--- src/common/ex_params.svh ---
//////////////////////////////////////////////////
// execute stage parameters
// data width, alu control and operation kind codes
//////////////////////////////////////////////////

`ifndef EX_PARAMS_SVH
`define EX_PARAMS_SVH

// data width, 32 for rv32 and 64 for rv64
`define EX_XLEN 32

// alu control for subtract, branches compare with this
`define EX_ALU_SUB 5'b01000

// operation kind
`define EX_KIND_ALU    2'd0
`define EX_KIND_BRANCH 2'd1
`define EX_KIND_JAL    2'd2
`define EX_KIND_JALR   2'd3

// branch conditions as in funct3
`define EX_F3_BEQ  3'b000
`define EX_F3_BNE  3'b001
`define EX_F3_BLT  3'b100
`define EX_F3_BGE  3'b101
`define EX_F3_BLTU 3'b110
`define EX_F3_BGEU 3'b111

`endif

--- src/common/ex_pkg.sv ---
//////////////////////////////////////////////////
// execute stage types
// data word, alu control, flags, request and response
//////////////////////////////////////////////////

`include "ex_params.svh"

package ex_pkg;

  // one data word of the configured width
  typedef logic [`EX_XLEN-1:0] xlen_t;

  // alu control
  // bit 4 w form, bit 3 sub / arith shift / pass b, bits 2:0 operation
  typedef logic [4:0] alu_ctrl_t;

  // condition flags ordered zero, signed lt, unsigned lt
  typedef logic [2:0] alu_flags_t;

  // operation kind, see EX_KIND_* codes
  typedef logic [1:0] ex_kind_t;

  // branch condition straight from the instruction
  typedef logic [2:0] funct3_t;

  //////////////////////////////////////////////////
  // handshake payloads
  //////////////////////////////////////////////////

  // issued operation, b already muxed between rs2 and imm
  typedef struct packed {
    ex_kind_t  kind;
    funct3_t   funct3;
    alu_ctrl_t alu_ctrl;
    xlen_t     pc;
    xlen_t     a;
    xlen_t     b;
    xlen_t     imm;
  } ex_req_t;

  // writeback value and redirect info
  typedef struct packed {
    xlen_t pc;
    xlen_t result;
    logic  taken;
    xlen_t target;
  } ex_resp_t;

endpackage

--- src/alu/shifter.sv ---
//////////////////////////////////////////////////
// barrel shifter for sll, srl and sra
// rv64 w forms work on the low word and sign-extend
//////////////////////////////////////////////////

`timescale 1ns/100ps

`include "ex_params.svh"

module shifter
  import ex_pkg::*;
#(
  parameter int WIDTH = `EX_XLEN
) (
  input  xlen_t      a,
  input  logic [5:0] shamt,
  input  logic       right,
  input  logic       arith,
  input  logic       w64,
  output xlen_t      y
);

  logic [WIDTH-1:0] src;
  logic [WIDTH-1:0] shifted;
  logic [5:0]       amt;

  // operand and amount prep
  generate
    if (WIDTH == 64) begin : g_rv64
      always_comb begin
        if (w64) begin
          // low word only, upper bits filled so right shifts pull in the right bit
          src = (right & arith) ? {{(WIDTH-32){a[31]}}, a[31:0]}
                                : {{(WIDTH-32){1'b0}}, a[31:0]};
          amt = {1'b0, shamt[4:0]};
        end else begin
          src = a;
          amt = shamt;
        end
      end
      // w result is the low word sign-extended
      assign y = w64 ? {{(WIDTH-32){shifted[31]}}, shifted[31:0]} : shifted;
    end else begin : g_rv32
      // rv32 has no w form, 5-bit amount
      assign src = a;
      assign amt = {1'b0, shamt[4:0]};
      assign y   = shifted;
    end
  endgenerate

  // the shift itself
  always_comb begin
    if (!right)
      shifted = src << amt;
    else if (arith)
      shifted = $unsigned($signed(src) >>> amt);
    else
      shifted = src >> amt;
  end

endmodule

--- src/alu/alu.sv ---
//////////////////////////////////////////////////
// integer alu
// add/sub, logic ops, slt/sltu, shifts and flags
//////////////////////////////////////////////////

`timescale 1ns/100ps

`include "ex_params.svh"

module alu
  import ex_pkg::*;
#(
  parameter int WIDTH = `EX_XLEN
) (
  input  xlen_t      a,
  input  xlen_t      b,
  input  alu_ctrl_t  alu_ctrl,
  output xlen_t      result,
  output alu_flags_t flags
);

  logic [WIDTH-1:0] cond_inv_b;
  logic [WIDTH-1:0] pre_sum;
  logic [WIDTH-1:0] sum;
  logic [WIDTH-1:0] shift;
  logic [WIDTH-1:0] slt;
  logic [WIDTH-1:0] sltu;
  logic [WIDTH-1:0] b_or;
  logic             carry;
  logic             zero;
  logic             neg;
  logic             overflow;
  logic             lt;
  logic             ltu;
  logic             right;
  logic             arith;
  logic             w64;

  //////////////////////////////////////////////////
  // adder
  //////////////////////////////////////////////////

  // subtract as a + ~b + 1
  assign cond_inv_b = alu_ctrl[3] ? ~b : b;
  assign {carry, pre_sum} = a + cond_inv_b + {{(WIDTH-1){1'b0}}, alu_ctrl[3]};

  // addw/subw/addiw keep the low word, sign-extended
  generate
    if (WIDTH == 64) begin : g_sum_w
      assign sum = w64 ? {{(WIDTH-32){pre_sum[31]}}, pre_sum[31:0]} : pre_sum;
    end else begin : g_sum
      assign sum = pre_sum;
    end
  endgenerate

  //////////////////////////////////////////////////
  // shifts and logic
  //////////////////////////////////////////////////

  assign w64   = alu_ctrl[4];
  // bit 3 picks sra over srl
  assign arith = alu_ctrl[3];
  // 101 is srl/sra, 001 is sll
  assign right = (alu_ctrl[2:0] == 3'b101);

  shifter #(
    .WIDTH(WIDTH)
  ) shifter_i (
    .a    (a),
    .shamt(b[5:0]),
    .right(right),
    .arith(arith),
    .w64  (w64),
    .y    (shift)
  );

  // or slot doubles as pass b for lui
  assign b_or = alu_ctrl[3] ? b : (a | b);

  //////////////////////////////////////////////////
  // flags from the adder
  //////////////////////////////////////////////////

  assign zero = (sum == '0);
  assign neg  = sum[WIDTH-1];
  // operands of equal sign but sum of the other sign
  assign overflow = (a[WIDTH-1] ~^ cond_inv_b[WIDTH-1]) & (a[WIDTH-1] ^ sum[WIDTH-1]);
  assign lt    = neg ^ overflow;
  // no carry out of a - b means a < b unsigned
  assign ltu   = ~carry;
  assign flags = {zero, lt, ltu};

  assign slt  = {{(WIDTH-1){1'b0}}, lt};
  assign sltu = {{(WIDTH-1){1'b0}}, ltu};

  // result select
  always_comb begin
    case (alu_ctrl[2:0])
      3'b000:  result = sum;      // add, sub
      3'b001:  result = shift;    // sll
      3'b010:  result = slt;
      3'b011:  result = sltu;
      3'b100:  result = a ^ b;
      3'b101:  result = shift;    // srl, sra
      3'b110:  result = b_or;     // or, lui
      default: result = a & b;
    endcase
  end

endmodule

--- src/hw/target_gen.sv ---
//////////////////////////////////////////////////
// link address and branch/jump target adders
//////////////////////////////////////////////////

`timescale 1ns/100ps

`include "ex_params.svh"

module target_gen
  import ex_pkg::*;
(
  input  ex_kind_t kind,
  input  xlen_t    pc,
  input  xlen_t    a,
  input  xlen_t    imm,
  output xlen_t    link,
  output xlen_t    target
);

  logic  is_jalr;
  xlen_t base;
  xlen_t raw_target;

  assign is_jalr = (kind == `EX_KIND_JALR);

  // return address for jal/jalr
  assign link = pc + xlen_t'(4);

  // jalr is register relative, everything else pc relative
  assign base       = is_jalr ? a : pc;
  assign raw_target = base + imm;

  // jalr drops bit 0
  // misaligned targets go out as they are
  assign target = is_jalr ? {raw_target[`EX_XLEN-1:1], 1'b0} : raw_target;

endmodule

--- src/hw/ex_result.sv ---
//////////////////////////////////////////////////
// execute result stage
// branch decision, writeback mux and output register
//////////////////////////////////////////////////

`timescale 1ns/100ps

`include "ex_params.svh"

module ex_result
  import ex_pkg::*;
(
  input  logic       clk,
  input  logic       rst_n,
  input  logic       in_valid,
  output logic       in_ready,
  input  ex_kind_t   kind,
  input  funct3_t    funct3,
  input  xlen_t      pc,
  input  xlen_t      alu_result,
  input  alu_flags_t flags,
  input  xlen_t      link,
  input  xlen_t      target,
  output ex_resp_t   resp,
  output logic       resp_valid,
  input  logic       resp_ready
);

  logic     flag_zero;
  logic     flag_lt;
  logic     flag_ltu;
  logic     is_jump;
  logic     is_branch;
  logic     cond_met;
  logic     taken;
  ex_resp_t resp_next;

  // flags ordered zero, lt, ltu
  assign flag_zero = flags[2];
  assign flag_lt   = flags[1];
  assign flag_ltu  = flags[0];

  assign is_jump   = (kind == `EX_KIND_JAL) || (kind == `EX_KIND_JALR);
  assign is_branch = (kind == `EX_KIND_BRANCH);

  //////////////////////////////////////////////////
  // branch decision
  //////////////////////////////////////////////////

  always_comb begin
    case (funct3)
      `EX_F3_BEQ:  cond_met = flag_zero;
      `EX_F3_BNE:  cond_met = ~flag_zero;
      `EX_F3_BLT:  cond_met = flag_lt;
      `EX_F3_BGE:  cond_met = ~flag_lt;
      `EX_F3_BLTU: cond_met = flag_ltu;
      `EX_F3_BGEU: cond_met = ~flag_ltu;
      // 010 and 011 are not branches
      default:     cond_met = 1'b0;
    endcase
  end

  // jumps always redirect, plain alu ops never
  assign taken = is_jump | (is_branch & cond_met);

  // response word for the register
  always_comb begin
    resp_next.pc     = pc;
    resp_next.result = is_jump ? link : alu_result;
    resp_next.taken  = taken;
    resp_next.target = target;
  end

  //////////////////////////////////////////////////
  // one-entry output register
  //////////////////////////////////////////////////

  // accept when empty or when the held item leaves this edge
  assign in_ready = ~resp_valid | resp_ready;

  always_ff @(posedge clk) begin
    if (!rst_n) begin
      resp_valid <= 1'b0;
    end else if (in_ready) begin
      resp_valid <= in_valid;
    end
  end

  // payload only loads on a transfer, holds under stall
  always_ff @(posedge clk) begin
    if (in_valid && in_ready) begin
      resp <= resp_next;
    end
  end

endmodule

--- src/hw/ex_stage.sv ---
//////////////////////////////////////////////////
// integer execute stage top
// alu and target adders feed the result register
//////////////////////////////////////////////////

`timescale 1ns/100ps

`include "ex_params.svh"

module ex_stage
  import ex_pkg::*;
(
  input  logic     clk,
  input  logic     rst_n,
  input  ex_req_t  req,
  input  logic     req_valid,
  output logic     req_ready,
  output ex_resp_t resp,
  output logic     resp_valid,
  input  logic     resp_ready
);

  xlen_t      alu_result;
  alu_flags_t flags;
  xlen_t      link;
  xlen_t      target;

  // arithmetic path, branches arrive here as subtract
  alu #(
    .WIDTH(`EX_XLEN)
  ) alu_i (
    .a       (req.a),
    .b       (req.b),
    .alu_ctrl(req.alu_ctrl),
    .result  (alu_result),
    .flags   (flags)
  );

  // link and redirect target, in parallel with the alu
  target_gen target_gen_i (
    .kind  (req.kind),
    .pc    (req.pc),
    .a     (req.a),
    .imm   (req.imm),
    .link  (link),
    .target(target)
  );

  // decision, writeback select and the handshake register
  ex_result ex_result_i (
    .clk       (clk),
    .rst_n     (rst_n),
    .in_valid  (req_valid),
    .in_ready  (req_ready),
    .kind      (req.kind),
    .funct3    (req.funct3),
    .pc        (req.pc),
    .alu_result(alu_result),
    .flags     (flags),
    .link      (link),
    .target    (target),
    .resp      (resp),
    .resp_valid(resp_valid),
    .resp_ready(resp_ready)
  );

endmodule

--- config.mk ---
export PLATFORM = sky130hd
export DESIGN_NAME = ex_stage
export DESIGN_NICKNAME = d
export VERILOG_FILES = /design/src/common/ex_pkg.sv /design/src/alu/shifter.sv /design/src/alu/alu.sv /design/src/hw/target_gen.sv /design/src/hw/ex_result.sv /design/src/hw/ex_stage.sv
export VERILOG_INCLUDE_DIRS = /design/src /design/src/common
export SDC_FILE = /design/constraint.sdc
export NUM_CORES = 1
export LEC_CHECK = 0
export ABC_CLOCK_PERIOD_IN_PS = 11100
export BUFFER_PORTS_ARGS = -buffer_cell sky130_fd_sc_hd__buf_2
export CAP_MARGIN = 25
export CORE_MARGIN = 1
export CORE_UTILIZATION = 35
export DETAILED_ROUTE_END_ITERATION = 7
export PLACE_DENSITY = 0.55
export SETUP_SLACK_MARGIN = 0.3
export SKIP_LAST_GASP = 1
export SYNTH_ARGS = -nofsm -noshare
export SYNTH_HDL_FRONTEND = slang
export SYNTH_SLANG_ARGS = --single-unit
export TNS_END_PERCENT = 20
--- constraint.sdc ---
create_clock -name clk -period 11.1 [get_ports clk]
set_clock_uncertainty 0.1 [all_clocks]
set_input_delay 1.11 -clock clk [delete_from_list [all_inputs] [get_ports clk]]
set_output_delay 1.11 -clock clk [all_outputs]
set_load 0.01 [all_outputs]
==> results.tsv, run 1 <==
metric	value	unit
initial antenna violation count	2	
Setup Fix Bufs, Post-CTS	0	
unrepaired setup endpoints after global routing	no	
DR vias	13800	
clock buffer count from CTS	9	
worst slack, placed	3450	ps
# resized after CTS	0	
first-pass GRT wire length	81.7	mm
CP required	11100	ps
CTS Hold Buffers Added	0	
Root Driver	clkbuf_16	
vias per inst	5.88	
Die W	198	um
Hold Crit Start	ex_result_i.resp_valid$_SDFFE_PN0N_	
fraction of layout cells with a size suffix above 1	18.3	%
PortBufs	239	
register area	2930	um^2
FF+latch count, synth	98	
fmax	138	MHz
DRT Wirelength	55.6	mm
CP endpoint kind	flip-flop	
crit path capture	ex_result_i.resp[32]$_DFFE_PP_	
crit path launch	req[33]	
crit path cell chain	buf_2, buf_4, xor2_1, ha_1, and4_1, a211o_1, o21ai_1, a31oi_1, o211ai_1, and3_1, nor2b_1, nor2_1, nor2_1, nor2_1, fa_1, nor3b_1, o211ai_1, nor4b_1, nand2_1, nor4_1, nand4_1, nor4_2, xnor2_1, o221ai_1	
Fin. Hold Viols	0	
CTS sink cnt	98	
crit path kind	input port to flip-flop	
initial DRC count	1136	
Area Growth Syn to Fin	14.1	%
area of the multi-input gates	9860	um^2
post-route ant nets	0	
Syn Nets	1937	
Post-DP HPWL	42.5	mm
post-route worst setup slack	3850	ps
GRT Resource Usage Total	27.8	%
R2R cell count	4	
H-tree depth	3	
Die H	198	um
DRC	0	
Distinct cells, synth	83	
slew of the pin with the lowest slew margin	1000	ps
Pleak	6.74	nW
Seq/Total Area, Yosys	21.7	%
area of the die	39400	um^2
Pins Over Slew Limit	0	
Post-synth EDFFs	97	
synth top area cells	edfxtp_1, ha_1, mux4_2	
I/O Pins	241	
status	complete, no violations	
final setup TNS	0	ps
initial core utilization	35.7	%
routed length per instance	23.6	um
Max-slew headroom	32.9	%
setup violators final	0	
Worst Hold Class	flip-flop to flip-flop	
gpl congestion	0.925	
fraction of registers with async set or reset after synthesis	0	%
Tmin final	7250	ps
slowest CP cell	buf_4	
Critical Path Max Stage Delay	660	ps
TritonRoute pass-1 iters	5	
vias in the first global route	13100	
Site Rows	71	
cell taking the most area after synthesis	edfxtp_1	
number of max-cap violations	0	
Main synth FF type	edfxtp_1	
Clk Latency, worst-skew pair	350	ps
VDD IR max	0.0740	mV
Pwr Density	100	nW/um^2
Yosys warning count	0	
Critical Path Source Type	input port	
CP most frequent cell	nor2_1	
r2r setup slk	9330	ps
nets@finish	2110	
Clock transition at path regs	70	ps
crit-path max FO	63	
total gr overflow	0	
CORE AREA	37800	um^2
crit path DAT	7250	ps
RR Startpoint	ex_result_i.resp_valid$_SDFFE_PN0N_	
Tcrit/Tclk final	65.3	%
largest net degree at the start of global routing	82	
Mapped Area	13500	um^2
Yosys top cell area share	21.6	%
Syn Inst Count	1662	
filler cell count	3986	
CTS tree	yes	
worst r2r dst	ex_result_i.resp[54]$_DFFE_PP_	
Clock Path Buffers	2	
syn avg cell area	8.13	um^2
==> power by group <==
group / internal (mW) / switching (mW) / total, mW
clock: 0.153 / 0.136 / 0.289
combinational: 0.291 / 0.499 / 0.790
sequential: 0.457 / 0.00821 / 0.466
==> final cells by class <==
class / count / share of cell area (%)
Clock inverter: 2 / 0.105
Antenna cell: 1 / 0.0162
Clock buffer: 14 / 1.58
Multi-Input combinational cell: 1374 / 63.9
Sequential cell: 98 / 19.0
Tap cell: 511 / 4.15
Inverter: 91 / 2.22
Timing Repair Buffer: 261 / 8.99
==> cell usage in the layout (no fill, tap or decap), drive strengths merged, types with 6 or more instances in the layout <==
master	instances
a221oi	6
a21o	25
nand2b	14
nor2b	8
nand4	11
inv	88
a21oi	114
and3	16
nor2	161
a22oi	11
o21bai	12
edfxtp	97
nand3	25
o211ai	19
a211oi	25
xor2	60
nand2	184
mux4	44
ha	130
nor3	28
o21ai	192
o221ai	16
buf	261
mux2i	72
xnor2	51
or2	6
a22o	6
a221o	6
mux2	7
a211o	7
o31ai	14
o22ai	16
a31oi	11
clkbuf	14
and2	6
==> cells in the mapped netlist (all sizes together), types with 16 or more instances <==
cell type    n
a21oi      114
o21ai      192
ha         130
nand3       25
o221ai      16
clkbuf      73
xnor2       51
nand2      184
buf         26
o211ai      19
and3        16
xor2        60
nor2       161
inv         88
edfxtp      97
nor3        28
o22ai       16
a21o        25
mux4        44
a211oi      25
mux2i       72
==> state kept, by name (all words and copies together), names as in the netlist <==
| register | flops |
|---|---|
| ex_result_i.resp | 97 |
| ex_result_i.resp_valid | 1 |
==> worst max-delay path, delay by kind of cell <==
kind,cells,cell delay [ps]
buffers and inverters,2,740
adder cells (fa/ha/maj),2,950
AO/OA/AOI/OAI,6,1290
AND/OR/NAND/NOR,12,2740
XOR/XNOR,2,400
==> metrics by stage <==
| step | instance area, um^2 | std cells | utilization (%) | hold slack, ps | power [mW] |
|---|---|---|---|---|---|
| after global routing | 15400 | 2351 | 40.7 | 478 | 1.63 |
| after floorplan | 13500 | 1662 | - | 510 | 0.975 |
| after global placement | 15100 | 2334 | 40.0 | 419 | 1.24 |
| final | 15400 | 2352 | 40.7 | 444 | 1.54 |
| after detailed placement | 15100 | 2334 | 40.0 | 437 | 1.25 |
| after CTS | 15400 | 2350 | 40.7 | 449 | 1.54 |
==> cell families (layout without fill, tap and decap cells) <==
group                      count (synthesis)  in the layout  share of synthesized area [%]
DFF                                       98             98                           21.7
buffers and inverters                    190            368                           5.40
xor gates and xnor gates                 111            111                           7.25
other                                      0              1                              0
AOI/OAI and AO/OA                        518            518                           23.8
adders and majority gates                133            133                           12.5
muxes                                    123            123                           13.3
and+or+nand+nor                          489            489                           16.1
==> per-layer routing <==
layer | vias to the layer above | track usage (%) | wire length [um]
li1 | 6477 | - | -
met1 | 6654 | 38.2 | 24700
met2 | 608 | 43.8 | 24600
met3 | 84 | 4.29 | 4490
met4 | 0 | 10.1 | 1770
met5 | - | 0 | 0
==> worst min path at each step <==
stage	end	cells past startpoint
6_report	ex_result_i.resp_valid$_SDFFE_PN0N_	2
5_1_grt	ex_result_i.resp_valid$_SDFFE_PN0N_	2
4_1_cts	ex_result_i.resp_valid$_SDFFE_PN0N_	2
3_5_place_dp	ex_result_i.resp_valid$_SDFFE_PN0N_	2
3_3_place_gp	ex_result_i.resp_valid$_SDFFE_PN0N_	2
2_1_floorplan	ex_result_i.resp_valid$_SDFFE_PN0N_	2
Note: power is estimated with default switching activity, not from simulation.
==> inputs of run 2 (changes only) <==
--- a/config.mk
+++ b/config.mk
@@ -6,13 +6,13 @@
 export SDC_FILE = /design/constraint.sdc
 export NUM_CORES = 1
 export LEC_CHECK = 0
-export ABC_CLOCK_PERIOD_IN_PS = 11100
+export ABC_CLOCK_PERIOD_IN_PS = 6000
 export BUFFER_PORTS_ARGS = -buffer_cell sky130_fd_sc_hd__buf_2
 export CAP_MARGIN = 25
 export CORE_MARGIN = 1
 export CORE_UTILIZATION = 35
 export DETAILED_ROUTE_END_ITERATION = 7
-export PLACE_DENSITY = 0.55
+export PLACE_DENSITY = 0.57
 export SETUP_SLACK_MARGIN = 0.3
 export SKIP_LAST_GASP = 1
 export SYNTH_ARGS = -nofsm -noshare
==> constraint.sdc (replaced) <==
create_clock -name clk -period 6 [get_ports clk]
set_clock_uncertainty 0.1 [all_clocks]
set_input_delay 0.6 -clock clk [delete_from_list [all_inputs] [get_ports clk]]
set_output_delay 0.6 -clock clk [all_outputs]
set_load 0.01 [all_outputs]
==> results.tsv, run 2 (same netlist as run 1, synthesis figures left out) <==
metric	value	unit
status	complete, no violations	
Pwr Density	182	nW/um^2
routed length per instance	22.5	um
vias per inst	5.78	
cell count after placement	2424	
CORE AREA	37800	um^2
GRT Resource Usage Total	27.5	%
total gr overflow	0	
Biggest register	ex_result_i.resp	
max reg flops	97	
CTS sink cnt	98	
initial core utilization	35.7	%
Critical Path Source Type	input port	
Clk Latency, worst-skew pair	340	ps
first-pass GRT wire length	81.5	mm
Post-DP HPWL	43.7	mm
unrepaired setup endpoints after global routing	no	
Fin. Hold Viols	0	
clock buffer count from CTS	9	
Die H	198	um
Non-Filler Instances	2441	
Tmin final	5450	ps
Pins Over Slew Limit	0	
area of the die	39400	um^2
PortBufs	239	
slew of the pin with the lowest slew margin	905	ps
Clock transition at path regs	70	ps
initial DRC count	1448	
CTS Hold Buffers Added	0	
VDD IR max	0.142	mV
post-route worst setup slack	553	ps
I/O Pins	241	
vias in the first global route	13500	
Worst Hold Class	input port to flip-flop	
most frequent cells in the layout	buf_2, nand2_1, nor2_1	
Critical Path Max Stage Delay	600	ps
gpl congestion	0.988	
CTS tree	yes	
DRT Wirelength	54.9	mm
Root Driver	clkbuf_16	
number of max-cap violations	0	
Core Util, Final	42.6	%
Die W	198	um
H-tree depth	3	
largest net degree at the start of global routing	74	
area of the multi-input gates	9890	um^2
TritonRoute pass-1 iters	6	
post-route design area	16100	um^2
post-route ant nets	0	
register area	2930	um^2
fraction of layout cells with a size suffix above 1	22.4	%
nets@finish	2199	
DR vias	14100	
Pleak	7.17	nW
fmax	184	MHz
crit path DAT	5440	ps
crit path kind	input port to flip-flop	
CP required	5990	ps
Site Rows	71	
Tcrit/Tclk final	90.8	%
CP endpoint kind	flip-flop	
crit-path max FO	11	
worst slack, placed	-17.9	ps
Max-slew headroom	38.1	%
DP Area	15800	um^2
Largest regs	ex_result_i.resp: 97 flops, ex_result_i.resp_valid: 1 flops	
setup violators final	0	
filler cell count	3872	
initial antenna violation count	2	
Clock Path Buffers	2	
Area Growth Syn to Fin	19.3	%
commonest non-fill, non-tap cell in the layout	buf_2	
slowest CP cell	fa_2	
DRC	0	
-- run 2: cell count changes in the layout (fill, tap and decap cells not counted), moves of 2 or more --
cell,previous run,this run
buf_4,23,110
clkbuf_1,5,1
clkinv_1,3,6
buf_6,0,2
nor3b_1,3,1
nor3b_2,0,2
-- run 2: layer usage --
layer / wire length [um] / up-vias / track usage (%)
met2: 23800 / 684 / 42.7
met4: 1980 / 2 / 10.3
met3: 5110 / 90 / 4.73
met1: 24000 / 6698 / 38.0
li1: - / 6647 / -
met5: 11 / - / 0
-- run 2: power by group --
part	internal, mW	switching (mW)	leakage [nW]	total [mW]
Clock	0.278	0.244	0.125	0.521
Combinational	0.609	0.938	6.10	1.55
Sequential	0.847	0.0148	0.952	0.861
Total	1.73	1.20	7.17	2.93
-- run 2: repair_timing --
item                                   4_1_cts  5_1_grt
setup endpoints to repair                    0        1
resized for setup                            0        8
setup buffers                                0        0
endpoints found under the hold margin        0        0
-- run 2: path summary, 6_finish.rpt --
path	start	to	slack, ps	cells past startpoint
hold / removal	req[125]	ex_result_i.resp[94]$_DFFE_PP_	380	1
setup reg to reg	ex_result_i.resp_valid$_SDFFE_PN0N_	ex_result_i.resp[89]$_DFFE_PP_	3930	3
setup / recovery	req[131]	ex_result_i.resp[32]$_DFFE_PP_	550	25
hold reg to reg	ex_result_i.resp_valid$_SDFFE_PN0N_	ex_result_i.resp_valid$_SDFFE_PN0N_	450	2
-- run 2: through the flow --
stage	hold WS [ps]	power (mW)	setup TNS, ps
3_5_place_dp	455	2.39	-17.9
4_1_cts	363	2.92	0
5_1_grt	376	3.10	0
6_report	379	2.93	0
2_1_floorplan	510	1.81	0
3_3_place_gp	439	2.37	0
-- run 2: final cells by class --
type,count,share of cell area (%)
Multi-Input combinational cell,1374,61.3
Antenna cell,1,0.0155
Clock inverter,6,0.202
Timing Repair Buffer,350,12.7
Tap cell,511,3.97
Clock buffer,10,1.42
Sequential cell,98,18.2
Inverter,91,2.12
-- run 2: critical path: cells and delay by family --
family / cells / cell delay [ps]
simple gates: 12 / 2060
buf+inv: 3 / 520
compound gates: 6 / 990
xor+xnor: 2 / 290
fa+ha+maj: 2 / 960
==> inputs of run 3 (changes only) <==
--- a/config.mk
+++ b/config.mk
@@ -6,6 +6,7 @@
 export SDC_FILE = /design/constraint.sdc
 export NUM_CORES = 1
 export LEC_CHECK = 0
+export ABC_AREA = 1
 export ABC_CLOCK_PERIOD_IN_PS = 6000
 export BUFFER_PORTS_ARGS = -buffer_cell sky130_fd_sc_hd__buf_2
 export CAP_MARGIN = 25
==> results.tsv, run 3 <==
metric	value	unit
Area Growth Syn to Fin	13.6	%
CTS tree	yes	
largest family of logic cells by synthesized area	simple AND/OR/NAND/NOR gates	
DR vias	16900	
Syn Nets	2657	
initial antenna violation count	0	
FF+latch count, synth	98	
Max-slew headroom	16.2	%
Site Rows	74	
DRC	0	
commonest non-fill, non-tap cell in the layout	nand2_1	
vias per inst	5.44	
largest net degree at the start of global routing	74	
crit path kind	input port to flip-flop	
crit path DAT	4590	ps
most frequent cells in the layout	nand2_1, inv_1, buf_2	
Die H	206	um
Main synth FF type	edfxtp_1	
VDD IR max	0.140	mV
I/O Pins	241	
CORE AREA	40800	um^2
initial core utilization	35.5	%
adder-cell share of the synthesized area	11.6	%
Post-synth EDFFs	97	
synth top area cells	nand2_1, edfxtp_1, ha_1	
post-route design area	16500	um^2
fraction of registers with async set or reset after synthesis	0	%
PortBufs	239	
Worst Hold Slack	357	ps
unrepaired setup endpoints after global routing	no	
Distinct cells, synth	57	
CP required	6030	ps
Biggest register	ex_result_i.resp	
Yosys top cell area share	21.2	%
Clk Latency, worst-skew pair	360	ps
number of max-cap violations	0	
Syn Inst Count	2382	
post-route ant nets	0	
clock buffer count from CTS	9	
syn avg cell area	6.09	um^2
vias in the first global route	15600	
CP endpoint kind	flip-flop	
Non-Filler Instances	3101	
DRT Wirelength	66.1	mm
final setup TNS	0	ps
Core Util, Final	40.4	%
Mapped Area	14500	um^2
first-pass GRT wire length	96.5	mm
Tmin final	4570	ps
Pwr Density	177	nW/um^2
simple-gate share of the synthesized area	33.8	%
Die W	206	um
most instantiated cells after synthesis	nand2_1, inv_1, nor2_1	
fraction of layout cells with a size suffix above 1	12.7	%
cell taking the most area after synthesis	nand2_1	
total gr overflow	0	
Pleak	8.53	nW
Synth Area in Compound Gates	17.9	%
count leader, synth	nand2_1	
cell count after placement	3085	
Tcrit/Tclk final	76.1	%
Largest regs	ex_result_i.resp: 97 flops, ex_result_i.resp_valid: 1 flops	
Fin. Hold Viols	0	
gpl congestion	1.00	
Setup Fix Bufs, Post-CTS	0	
Critical Path Source Type	input port	
GRT Resource Usage Total	31.0	%
area of the die	42300	um^2
setup violators final	0	
mux cell area share after synthesis	0.483	%
Synth Area in XOR/XNOR	5.37	%
fmax	219	MHz
Worst Hold Class	input port to flip-flop	
initial DRC count	1702	
Seq/Total Area, Yosys	20.2	%
Pins Over Slew Limit	0	
routed length per instance	21.3	um
CTS sink cnt	98	
Post-DP HPWL	54.3	mm
Clock Path Buffers	2	
slew of the pin with the lowest slew margin	1220	ps
status	complete, no violations	
nets@finish	2839	
Root Driver	clkbuf_16	
TritonRoute pass-1 iters	6	
CTS Hold Buffers Added	0	
max reg flops	97	
crit-path max FO	15	
Yosys warning count	0	
DP Area	16200	um^2
H-tree depth	3	
n_diodes	0	
# resized after CTS	0	
Clock transition at path regs	70	ps
run 3: layer usage:
| metal | wire [um] | vias up | share of wire, % | GRT usage, % |
|---|---|---|---|---|
| met3 | 4950 | 101 | 7.5 | 3.06 |
| met2 | 29200 | 749 | 44 | 49.6 |
| met4 | 2430 | 0 | 3.7 | 11.9 |
| li1 | - | 8145 | - | - |
| met1 | 29500 | 7864 | 45 | 42.6 |
| met5 | 0 | - | 0 | 0 |
run 3: worst paths after layout:
check,slack [ps],endpoint,start,cells past startpoint
worst max-delay path,1430,ex_result_i.resp[33]$_DFFE_PP_,req[36],23
worst min-delay path,360,ex_result_i.resp[96]$_DFFE_PP_,req[127],1
worst max register to register,3630,ex_result_i.resp[0]$_SDFFCE_PP0P_,ex_result_i.resp_valid$_SDFFE_PN0N_,2
worst min register to register,450,ex_result_i.resp_valid$_SDFFE_PN0N_,ex_result_i.resp_valid$_SDFFE_PN0N_,2
run 3: layout make-up:
type	count	area, um^2
multi-input combinational	1883	10100
sequential	98	2930
tap	532	666
clock inverter	7	52.6
clock buffer	9	225
fill	4538	24300
timing repair buffer	267	1410
inverter	305	1140
run 3: kinds of logic after synthesis:
family          after synthesis
simple gates               1192
compound gates              462
buf+inv                     401
fa+ha+maj                   133
flops                        98
xor+xnor                     89
mux                           7
run 3: power breakdown:
| group | internal [mW] | switching (mW) | leakage (nW) |
|---|---|---|---|
| Sequential | 0.850 | 0.0191 | 0.954 |
| Combinational | 0.470 | 1.02 | 7.44 |
| Clock | 0.284 | 0.270 | 0.136 |
| Total | 1.60 | 1.31 | 8.53 |
run 3: metrics by stage:
stage	setup slack (ps)	power [mW]
floorplan	1970	1.82
global placement	1150	2.34
detailed placement	1110	2.35
CTS	1500	2.91
global route	993	3.12
finish	1430	2.92
run 3: worst max-delay path, cell delays in order:
cell and delay, ps:
buf_2 230, nand2_1 240, clkinv_1 390, nor2_1 360, ha_1 240, nand2_1 90, nor2_1 150, nand2_1 70
nand3_1 170, nand2_1 90, nand2_1 140, nand2_1 100, nand2_1 90, nand2_1 50, nand2_1 60, a21oi_1 70
fa_1 480, nand4_1 140, nand3_1 80, a221oi_1 240, o2111ai_1 310, nand2_1 130, nand2_1 50
